**src/include/codeRegMap.svh**
```systemverilog
// *************************************************************************
// Host register address map and CONTROL register bit positions.
// *************************************************************************
`ifndef CODE_REG_MAP_SVH
`define CODE_REG_MAP_SVH

`define REG_INIT           4'h0
`define REG_EPOCH          4'h1
`define REG_POLY_TAPS      4'h2
`define REG_RESTART_COUNT  4'h3
`define REG_I_TAPS         4'h4
`define REG_Q_TAPS         4'h5
`define REG_CONTROL        4'h6

// CONTROL fields.
`define CTRL_MODE_BIT      0
`define CTRL_RESTART_BIT   1
`define CTRL_OVR_CLEAR_BIT 2

`endif
```
**src/rtl/corrPkg.sv**
```systemverilog
// *************************************************************************
// Correlation types: sample and accumulator words, the complex sample
// and the I/Q result handed to the consumer.
// *************************************************************************
`default_nettype none

package corrPkg;

    localparam int SAMPLE_WIDTH = 8;
    localparam int ACC_WIDTH    = 24;

    typedef logic signed [SAMPLE_WIDTH-1:0] sample_t;
    typedef logic signed [ACC_WIDTH-1:0]    acc_t;

    typedef struct packed {
        sample_t sampleI;
        sample_t sampleQ;
    } sampleIq_t;

    // One epoch of despread energy.
    typedef struct packed {
        acc_t accI;
        acc_t accQ;
    } corrResult_t;

endpackage

`default_nettype wire

```
**src/rtl/codePkg.sv**
```systemverilog
// *************************************************************************
// Code generator types: chip-state vector, tap index, code mode and the
// decoded code configuration that drives the LFSRs.
// *************************************************************************
`default_nettype none

package codePkg;

    localparam int CODE_WIDTH      = 18;
    localparam int TAP_INDEX_WIDTH = $clog2(CODE_WIDTH);

    // LFSR state, taps, init, epoch, mask and restart count.
    typedef logic [CODE_WIDTH-1:0] codeState_t;

    typedef logic [TAP_INDEX_WIDTH-1:0] tapIndex_t;

    typedef enum logic {
        singleLfsr = 1'b0,          // I and Q from two tap sets on one LFSR.
        goldCode   = 1'b1           // Second LFSR XORed with the first.
    } codeMode_t;

    typedef struct packed {
        codeState_t init;           // Primary LFSR load value.
        codeState_t epoch;          // Phase that flags a code epoch.
        codeState_t polyTaps;       // Primary feedback polynomial.
        codeState_t restartCount;   // Chips between reloads, minus one.
        codeState_t iTaps;          // I output taps, secondary seed.
        codeState_t qTaps;          // Q output taps, secondary polynomial.
        codeState_t mask;           // Ones up to the highest polyTaps bit.
        tapIndex_t  goldTap;        // Index of that highest bit.
        codeMode_t  mode;
    } codeConfig_t;

endpackage

`default_nettype wire

```
**src/rtl/despreader.sv**
```systemverilog
// *************************************************************************
// Despreader top: register decoder, code generator and chip correlator.
// *************************************************************************
`timescale 1ns/1ps
`default_nettype none

module despreader #(
    parameter int codeWidth     = 18,
    parameter int resultCredits = 4
) (
    input  wire logic                clk,
    input  wire logic                reset,
    input  wire logic                regWrite,
    input  wire logic [3:0]          regAddr,
    input  wire codePkg::codeState_t regData,
    input  wire logic                sampleValid,
    input  wire corrPkg::sampleIq_t  sample,
    input  wire logic                resultCredit,
    output logic                     resultValid,
    output corrPkg::corrResult_t     result,
    output logic                     overrun
);

    codePkg::codeConfig_t codeConfig;
    logic                 codeRestart;
    logic                 overrunClear;
    logic                 iChip;
    logic                 qChip;
    logic                 goldChip;
    logic                 codeEpoch;

    codeRegDecode regDecode (
        .clk          (clk),
        .reset        (reset),
        .regWrite     (regWrite),
        .regAddr      (regAddr),
        .regData      (regData),
        .codeConfig   (codeConfig),
        .codeRestart  (codeRestart),
        .overrunClear (overrunClear)
    );

    codeGen #(
        .codeWidth (codeWidth)
    ) codeGenerator (
        .clk         (clk),
        .reset       (reset),
        .codeRestart (codeRestart),
        .chipEnable  (sampleValid),                      // One chip per sample.
        .codeConfig  (codeConfig),
        .iChip       (iChip),
        .qChip       (qChip),
        .goldChip    (goldChip),
        .codeEpoch   (codeEpoch)
    );

    chipCorrelator #(
        .resultCredits (resultCredits)
    ) correlator (
        .clk          (clk),
        .reset        (reset),
        .sampleValid  (sampleValid),
        .sample       (sample),
        .iChip        (iChip),
        .qChip        (qChip),
        .goldChip     (goldChip),
        .codeEpoch    (codeEpoch),
        .mode         (codeConfig.mode),
        .overrunClear (overrunClear),
        .resultCredit (resultCredit),
        .resultValid  (resultValid),
        .result       (result),
        .overrun      (overrun)
    );

endmodule

`default_nettype wire

```
**src/rtl/chipCorrelator.sv**
```systemverilog
// *************************************************************************
// Chip correlator: sample delay, chip sign multiply, epoch accumulators
// and result hand-off under credit control with overrun detection.
// *************************************************************************
`timescale 1ns/1ps
`default_nettype none

module chipCorrelator #(
    parameter int resultCredits = 4
) (
    input  wire logic               clk,
    input  wire logic               reset,
    input  wire logic               sampleValid,
    input  wire corrPkg::sampleIq_t sample,
    input  wire logic               iChip,
    input  wire logic               qChip,
    input  wire logic               goldChip,
    input  wire logic               codeEpoch,
    input  wire codePkg::codeMode_t mode,
    input  wire logic               overrunClear,
    input  wire logic               resultCredit,
    output logic                    resultValid,
    output corrPkg::corrResult_t    result,
    output logic                    overrun
);

    localparam int creditBits = $clog2(resultCredits + 1);

    corrPkg::sampleIq_t    sampleD;
    logic                  sampleValidD;
    logic                  signI;
    logic                  signQ;
    corrPkg::acc_t         prodI;
    corrPkg::acc_t         prodQ;
    logic                  prodValid;
    logic                  prodEpoch;
    corrPkg::acc_t         accI;
    corrPkg::acc_t         accQ;
    logic [creditBits-1:0] credits;
    logic                  epochEnd;
    logic                  issue;

    // Chip 0 maps to +1, chip 1 to -1.
    function automatic corrPkg::acc_t applySign(
        input corrPkg::sample_t value,
        input logic             chip
    );
        corrPkg::acc_t ext;
        ext = corrPkg::acc_t'(value);
        return chip ? -ext : ext;
    endfunction

    assign signI = (mode == codePkg::goldCode) ? goldChip : iChip;
    assign signQ = (mode == codePkg::goldCode) ? goldChip : qChip;

    // Sample waits one cycle for its chips.
    always_ff @(posedge clk) begin
        sampleD <= sample;
        prodI   <= applySign(sampleD.sampleI, signI);
        prodQ   <= applySign(sampleD.sampleQ, signQ);
    end

    always_ff @(posedge clk) begin
        if (reset) begin
            sampleValidD <= 1'b0;
            prodValid    <= 1'b0;
            prodEpoch    <= 1'b0;
        end else begin
            sampleValidD <= sampleValid;
            prodValid    <= sampleValidD;
            prodEpoch    <= sampleValidD & codeEpoch;
        end
    end

    assign epochEnd = prodValid & prodEpoch;
    assign issue    = epochEnd & (credits != '0);

    // Accumulate, closing the sums at each epoch chip.
    always_ff @(posedge clk) begin
        if (reset) begin
            accI <= '0;
            accQ <= '0;
        end else if (prodValid) begin
            accI <= prodEpoch ? prodI : accI + prodI;
            accQ <= prodEpoch ? prodQ : accQ + prodQ;
        end
    end

    always_ff @(posedge clk) begin
        if (issue) begin
            result.accI <= accI;
            result.accQ <= accQ;
        end
    end

    always_ff @(posedge clk) begin
        if (reset) begin
            resultValid <= 1'b0;
            overrun     <= 1'b0;
            credits     <= creditBits'(resultCredits);
        end else begin
            resultValid <= issue;
            if (epochEnd && !issue) begin
                overrun <= 1'b1;                        // Result dropped.
            end else if (overrunClear) begin
                overrun <= 1'b0;
            end
            case ({issue, resultCredit})
                2'b10:   credits <= credits - 1'b1;
                2'b01:   credits <= credits + 1'b1;
                default: ;                               // Spend and return cancel.
            endcase
        end
    end

endmodule

`default_nettype wire

```
**src/rtl/codeGen.sv**
```systemverilog
// *************************************************************************
// Programmable PN/Gold code generator: primary and secondary LFSRs,
// restart counter, registered I/Q/Gold chips and epoch detection.
// *************************************************************************
`timescale 1ns/1ps
`default_nettype none

module codeGen #(
    parameter int codeWidth = 18
) (
    input  wire logic                 clk,
    input  wire logic                 reset,
    input  wire logic                 codeRestart,
    input  wire logic                 chipEnable,
    input  wire codePkg::codeConfig_t codeConfig,
    output logic                      iChip,
    output logic                      qChip,
    output logic                      goldChip,
    output logic                      codeEpoch
);

    codePkg::codeState_t lfsr;
    codePkg::codeState_t secLfsr;
    codePkg::codeState_t restartCounter;
    logic                feedback;
    logic                secFeedback;
    logic                reload;
    logic                counterDone;

    // Modulo-2 sum of the selected state bits.
    function automatic logic parity(
        input codePkg::codeState_t state,
        input codePkg::codeState_t taps
    );
        logic sum;
        sum = 1'b0;
        for (int b = 0; b < codeWidth; b++) begin
            sum = sum ^ (state[b] & taps[b]);
        end
        return sum;
    endfunction

    assign feedback    = parity(lfsr, codeConfig.polyTaps);
    assign secFeedback = parity(secLfsr, codeConfig.qTaps);  // Gold partner polynomial.
    assign reload      = reset | codeRestart;
    assign counterDone = (restartCounter == '0);

    // Code state, advanced once per accepted sample.
    always_ff @(posedge clk) begin
        if (reload) begin
            lfsr           <= codeConfig.init;
            secLfsr        <= codeConfig.iTaps;              // Secondary seed.
            restartCounter <= codeConfig.restartCount;
        end else if (chipEnable) begin
            if (counterDone) begin
                lfsr           <= codeConfig.init;
                secLfsr        <= codeConfig.iTaps;
                restartCounter <= codeConfig.restartCount;
            end else begin
                lfsr           <= {lfsr[codeWidth-2:0], feedback};
                secLfsr        <= {secLfsr[codeWidth-2:0], secFeedback};
                restartCounter <= restartCounter - 1'b1;
            end
        end
    end

    // Chip outputs belong to the state before the shift.
    always_ff @(posedge clk) begin
        if (reset) begin
            iChip     <= 1'b0;
            qChip     <= 1'b0;
            goldChip  <= 1'b0;
            codeEpoch <= 1'b0;
        end else if (chipEnable) begin
            iChip     <= parity(lfsr, codeConfig.iTaps);
            qChip     <= parity(lfsr, codeConfig.qTaps);
            goldChip  <= lfsr[codeConfig.goldTap] ^ secLfsr[codeConfig.goldTap];
            codeEpoch <= ((lfsr & codeConfig.mask) == codeConfig.epoch);
        end
    end

endmodule

`default_nettype wire

```
**src/rtl/codeRegDecode.sv**
```systemverilog
// *************************************************************************
// Host write decoder: code configuration registers, mask and Gold tap
// derivation, and the restart and overrun-clear pulses.
// *************************************************************************
`timescale 1ns/1ps
`default_nettype none
`include "codeRegMap.svh"

module codeRegDecode (
    input  wire logic                clk,
    input  wire logic                reset,
    input  wire logic                regWrite,
    input  wire logic [3:0]          regAddr,
    input  wire codePkg::codeState_t regData,
    output codePkg::codeConfig_t     codeConfig,
    output logic                     codeRestart,
    output logic                     overrunClear
);

    codePkg::codeState_t maskNext;
    codePkg::tapIndex_t  tapNext;

    // Priority encode the taps being written.
    always_comb begin
        maskNext = '0;
        tapNext  = '0;
        for (int b = 0; b < codePkg::CODE_WIDTH; b++) begin
            if (regData[b]) begin
                tapNext = codePkg::tapIndex_t'(b);      // Highest set bit wins.
            end
            maskNext[b] = |(regData >> b);
        end
    end

    always_ff @(posedge clk) begin
        if (reset) begin
            codeConfig   <= '0;
            codeRestart  <= 1'b0;
            overrunClear <= 1'b0;
        end else begin
            codeRestart  <= 1'b0;                        // Pulses last one cycle.
            overrunClear <= 1'b0;
            if (regWrite) begin
                case (regAddr)
                    `REG_INIT:          codeConfig.init         <= regData;
                    `REG_EPOCH:         codeConfig.epoch        <= regData;
                    `REG_RESTART_COUNT: codeConfig.restartCount <= regData;
                    `REG_I_TAPS:        codeConfig.iTaps        <= regData;
                    `REG_Q_TAPS:        codeConfig.qTaps        <= regData;
                    `REG_POLY_TAPS: begin
                        codeConfig.polyTaps <= regData;
                        codeConfig.mask     <= maskNext;
                        codeConfig.goldTap  <= tapNext;
                    end
                    `REG_CONTROL: begin
                        codeConfig.mode <= codePkg::codeMode_t'(regData[`CTRL_MODE_BIT]);
                        codeRestart     <= regData[`CTRL_RESTART_BIT];
                        overrunClear    <= regData[`CTRL_OVR_CLEAR_BIT];
                    end
                    default: ;                           // Unmapped address.
                endcase
            end
        end
    end

endmodule

`default_nettype wire

```
**config.mk**
```make
export PLATFORM = sky130hd
export DESIGN_NAME = despreader
export DESIGN_NICKNAME = d
export VERILOG_FILES = /design/src/rtl/corrPkg.sv /design/src/rtl/codePkg.sv /design/src/rtl/despreader.sv /design/src/rtl/chipCorrelator.sv /design/src/rtl/codeGen.sv /design/src/rtl/codeRegDecode.sv
export VERILOG_INCLUDE_DIRS = /design/src /design/src/include
export SDC_FILE = /design/constraint.sdc
export NUM_CORES = 1
export LEC_CHECK = 0
export BUFFER_PORTS_ARGS = -buffer_cell sky130_fd_sc_hd__buf_2
export CORE_MARGIN = 2
export CORE_UTILIZATION = 62
export DETAILED_ROUTE_END_ITERATION = 10
export PLACE_DENSITY = 0.87
export SYNTH_ARGS = -nofsm -noshare
export SYNTH_HDL_FRONTEND = slang
export SYNTH_SLANG_ARGS = --single-unit
```
**constraint.sdc**
```tcl
create_clock -name clk -period 2.9 [get_ports clk]
set_input_delay 0.29 -clock clk [delete_from_list [all_inputs] [get_ports clk]]
set_output_delay 0.29 -clock clk [all_outputs]
set_load 0.03 [all_outputs]
```
== Word-level counts from Yosys, hierarchy flattened ==
Cells that the tools add are included.

* Bits in registers: 360
* Input port bits: 43
* Output and inout port bits: 50
* Logic and storage cells: 269

* $add $sub $neg: 7
* Magnitude comparators: 1
* Equality and inequality tests: 9
* Muxes and demuxes: 39
* Bitwise gates (word level): 148
* Reductions and logical operators: 33

{| class="wikitable"
|+ Operator list
! kind !! count
|-
| $mux 18 || 9
|-
| $mux 24 || 4
|-
| $mux 5 || 16
|-
| $and 1x1->1 || 75
|-
| $xor 1x1->1 || 69
|-
| $add 24x24->24 || 2
|-
| $neg 8->24 || 2
|-
| $and 18x18->18 || 1
|-
| $eq 18x18->1 || 1
|-
| $logic_not 18->1 || 1
|-
| $reduce_or 18->1 || 1
|-
| $sub 18x1->18 const B || 1
|-
| $reduce_or 17->1 || 1
|-
| $reduce_or 16->1 || 1
|-
| $reduce_or 15->1 || 1
|-
| $reduce_and 2->1 || 7
|-
| $reduce_or 14->1 || 1
|-
| $reduce_or 13->1 || 1
|-
| $eq 4x3->1 const B || 3
|-
| $reduce_or 12->1 || 1
|-
| $reduce_or 11->1 || 1
|-
| $bmux 1 s5 || 2
|-
| $reduce_or 10->1 || 1
|-
| $reduce_or 9->1 || 1
|-
| 23 further kinds || 34
|}

== Longest topological paths before layout ==
* Word-level depth: 21
* Depth in mapped cells: 12
* Mapped depth without buffers: 12

== Cells and area by module ==
A second synthesis with hierarchy kept.

* Cells, all modules: 1821
* Area, all modules: 16822.4 um2

{| class="wikitable"
|+ Modules (own cells, without submodules)
! module !! instances !! cells each !! area an instance (um2) !! seq. area each (um2)
|-
| chipCorrelator || 1 || 800 || 7716.2 || 3643.5
|-
| codeRegDecode || 1 || 623 || 4933.5 || 2642.5
|-
| codeGen || 1 || 398 || 4172.8 || 1701.6
|}

== Worst setup path after synthesis ==
Ideal clock, no wire load.

* Path type: flip-flop to flip-flop
* Start: register correlator.accI[0]
* End: register correlator.accI[22]
* Library setup time: 91 ps
* Arrival time: 2519 ps
* Data required time: 2809 ps
* Slack: 290 ps
* Stages on the path, launching flop included: 13
* Buffers on the path: 0
* Period minus slack after synthesis: 2610 ps
* Cells stage by stage: dfxtp_1 ha_1 inv_1 fa_1 nand2b_1 a21boi_0 o21ai_0 a21oi_1 o211ai_1 a21boi_0 o21a_1 o21ai_0 a311oi_1

* Cells in the longest elaborated chain, start to end: 2

{| class="wikitable"
|+ Ends and longest elaborated chain
! what !! RTL line !! RTL
|-
| start: declaration || chipCorrelator.sv:37 || <nowiki>corrPkg::acc_t accI;</nowiki>
|-
| start signal: assignment || chipCorrelator.sv:84 || <nowiki>accI <= prodEpoch ? prodI : accI + prodI;</nowiki>
|-
| $add 24x24->24 || chipCorrelator.sv:84 ||
|-
| $mux 24 || chipCorrelator.sv:84 ||
|}

No other way between the ends.
A chain may end at the register's enable or synchronous reset.

== Worst setup path after layout ==
* Start: register codeGenerator.restartCounter[2]
* End: register codeGenerator.lfsr[14], data pin

* Cells in the longest elaborated chain, start to end: 4

{| class="wikitable"
|+ Ends and longest elaborated chain
! what !! RTL line !! RTL
|-
| start: declaration || codeGen.sv:24 || <nowiki>codePkg::codeState_t restartCounter;</nowiki>
|-
| start signal: assignment || codeGen.sv:53 || <nowiki>restartCounter <= codeConfig.restartCount;</nowiki>
|-
| start signal: assignment || codeGen.sv:58 || <nowiki>restartCounter <= codeConfig.restartCount;</nowiki>
|-
| start signal: assignment || codeGen.sv:62 || <nowiki>restartCounter <= restartCounter - 1'b1;</nowiki>
|-
| $logic_not 18->1 || codeGen.sv:46 || <nowiki>assign counterDone = (restartCounter == '0);</nowiki>
|-
| $mux 18 || codeGen.sv:55 || <nowiki>if (counterDone) begin</nowiki>
|-
| $mux 18 || codeGen.sv:54 || <nowiki>end else if (chipEnable) begin</nowiki>
|-
| $mux 18 || codeGen.sv:50 || <nowiki>if (reload) begin</nowiki>
|-
| end signal: assignment || codeGen.sv:51 || <nowiki>lfsr <= codeConfig.init;</nowiki>
|-
| end signal: assignment || codeGen.sv:56 || <nowiki>lfsr <= codeConfig.init;</nowiki>
|-
| end signal: assignment || codeGen.sv:60 || <nowiki>lfsr <= {lfsr[codeWidth-2:0], feedback};</nowiki>
|-
| end: declaration || codeGen.sv:22 || <nowiki>codePkg::codeState_t lfsr;</nowiki>
|}

No other way between the ends. The select of a mux whose other input is x is not followed.

==> out/results.tsv <==
metric	value	unit
grt_pass1_wl	67.30	mm
maxCapViolCount	0	
synthArstFlopShare	0	
r2r_cells	8	
synth_fp_nets	1902	
yosys.area_share.simple	0.1751	
dp_slack	-74.23	ps
fmax	357.5	MHz
die_h	168	um
final_cell_mix	nand2_1 (390), dfxtp_1 (243), a21oi_1 (180)	
top_level_ports	93	
clock_latency	520	ps
routedWlPerCell	18.87	um
yosys.area_share.adder	0.04412	
hp-start	regData[1]	
initial_core_util	0.6257	
yosysUniqueCellTypes	72	
drt_iter0_drc	1455	
drive_above_1_share	0.1315	
worst_hold_slack	138.7	ps
clk_pin_slew_worst_paths	60	ps
hp-class	input port to flop	
status	finished, final reports clean	
required	3170	ps
min_period	2797	ps
yosysSeqAreaShare	0.4790	
end_kind	flop	
synth_compound_area_frac	0.1461	
synth_top_family_by_area	simple AND/OR/NAND/NOR gates	
peakVddDrop	0.5572	mV
worstSetupPathType	flop to flop	
synth_edf_count	102	
die_area	28220	um^2
ys_warn_count	0	
crit_start	codeGenerator.restartCounter[2]	
clockRootBuffer	clkbuf_16	
drc	0	
grt_pass1_vias	13335	
die_x	168	um
synth_ff_type	dfxtp_1	
power_density	597.1	nW/um^2
fin_cells	2251	
gp_congestion	0.9709	
syn_to_final_growth	12.88	%
via_count	13770	
hold_depth	3	
reg2reg_from	codeGenerator.restartCounter[2]	
cp_max_fo	26	
dp_cells	2164	
syn_area_per_cell	9.254	um^2
clock_skew	15.37	ps
dr.pass1.iters	6	
wl	42.49	mm
syn_area	16680	um^2
holdPathEnd	regDecode.codeConfig[43]	
max_slew_margin	0.1300	
r2r_setup_slack	100	ps
cp.arrival	3060	ps
routed_via_density	6.117	
htreeDepth	2	
cts_max_path_buffers	3	
hpwl	28.10	mm
numCtsBuffers	37	
grt-ovfl-total	0	
syn_inst	1802	
cts_num_sinks	348	
worstMarginPinSlew	1291	ps
power.leakage	0.007082	uW
numPortBuffers	92	
setup_viol	0	
timing.rr.end	codeGenerator.lfsr[14]	
drtAntennaViolNets	0	
final_common_cell	nand2_1	
core_region_area	26650	um^2
antenna_found_initial	1	
grt_use_total	0.2947	
nNetsFinal	1981	
ys_seq_elements	348	
tritoncts	built	
rows	60	
cp-start-kind	flop	
grt_max_degree	92	
synth-xor-area-share	0.07458	
synthMuxAreaShare	0.04922	
finalHoldViolCount	0	
period_share	0.9646	
layout_setup_ws	102.6	ps
finalMaxSlewViolations	0	
-- sequential cells by signal (all words and copies together), names as in the netlist --
name	cells
correlator.accQ	24
codeGenerator.iChip	1
correlator.prodQ	19
regDecode.overrunClear	1
codeGenerator.codeEpoch	1
codeGenerator.secLfsr	18
codeGenerator.goldChip	1
correlator.credits	3
correlator.prodI	19
correlator.result	48
correlator.overrun	1
correlator.prodEpoch	1
codeGenerator.lfsr	18
codeGenerator.qChip	1
correlator.accI	24
correlator.sampleD	16
regDecode.codeConfig	130
correlator.sampleValidD	1
codeGenerator.restartCounter	18
regDecode.codeRestart	1
correlator.prodValid	1
correlator.resultValid	1
-- per-stage QoR --
stage	setup TNS (ps)	total power [uW]	area, um^2	utilization
floorplan	0	6396	16680	-
detailed placement	-74.23	6755	17430	0.6539
finish	0	11240	18820	0.7063
global route	-15.06	11590	18820	0.7063
global placement	0	6701	17430	0.6539
CTS	0	11210	18760	0.7038
-- synthesized netlist by cell type, drive strengths merged (7+ instances only) --
| cell type | instances | share of area |
|---|---|---|
| a211oi | 25 | 0.011 |
| a21boi | 10 | 0.0045 |
| a21o | 12 | 0.0054 |
| a21oi | 183 | 0.055 |
| a311oi | 15 | 0.0079 |
| a31oi | 9 | 0.0034 |
| and2 | 7 | 0.0026 |
| buf | 15 | 0.0056 |
| clkbuf | 87 | 0.020 |
| dfxtp | 246 | 0.30 |
| edfxtp | 102 | 0.18 |
| ha | 54 | 0.041 |
| inv | 29 | 0.0065 |
| mux2 | 36 | 0.031 |
| mux2i | 10 | 0.0060 |
| mux4 | 9 | 0.012 |
| nand2 | 391 | 0.088 |
| nand2b | 20 | 0.0075 |
| nand3 | 21 | 0.0063 |
| nor2 | 124 | 0.028 |
| nor2b | 10 | 0.0038 |
| nor3 | 39 | 0.013 |
| nor4 | 11 | 0.0041 |
| o211a | 7 | 0.0042 |
| o211ai | 18 | 0.0084 |
| o21a | 12 | 0.0054 |
| o21ai | 63 | 0.019 |
| or3 | 14 | 0.0056 |
| xnor2 | 96 | 0.050 |
| xor2 | 46 | 0.024 |
-- worst max-delay path by stage --
stage,end
3_5_place_dp,correlator.accI[22]
5_1_grt,correlator.accI[22]
4_1_cts,codeGenerator.lfsr[7]
3_3_place_gp,correlator.accI[22]
6_report,codeGenerator.lfsr[14]
2_1_floorplan,correlator.accI[22]
-- cell type report --
class	count	area [um^2]
Antenna cell	1	2.502
Clock buffer	59	1111
Clock inverter	8	47.55
Fill cell	1869	7828
Inverter	30	112.6
Multi-Input combinational cell	1322	8222
Sequential cell	348	7991
Tap cell	341	426.7
Timing Repair Buffer	142	909.6
-- where the power goes --
group          switching [uW]  leakage (uW)  internal, uW
sequential                247       0.00303          5240
clock                    1870      0.000564          2630
combinational             717       0.00348           538
-- routing by layer --
| metal | GRT usage | part of all wire |
|---|---|---|
| met5 | 0 | 0 |
| met4 | 0.1221 | 0.044 |
| met3 | 0.04396 | 0.091 |
| met2 | 0.4995 | 0.47 |
| met1 | 0.3796 | 0.39 |
-- critical path, cell delays in order, from the launching register on --
cell	delay, ps
edfxtp_1	420
or3_4	440
nor3_4	170
nand2_2	120
or4_4	530
nor3_4	160
nor3_4	140
buf_12	220
mux2_4	320
-- what timing repair did --
item,4_1_cts,5_1_grt
setup buffers,0,2
endpoints found under the setup margin,1,50
pin swaps,1,7
endpoints found under the hold margin,17,0
hold buffers,17,0
gates resized for setup,2,12
-- cell families after synthesis --
group                    after synthesis
flip-flops                           348
multiplexers                          55
AO/OA/AOI/OAI                        396
AND/OR/NAND/NOR                      672
XOR/XNOR                             142
adder cells (fa/ha/maj)               57
buffers and inverters                132
(Power assumes the default switching activity.)
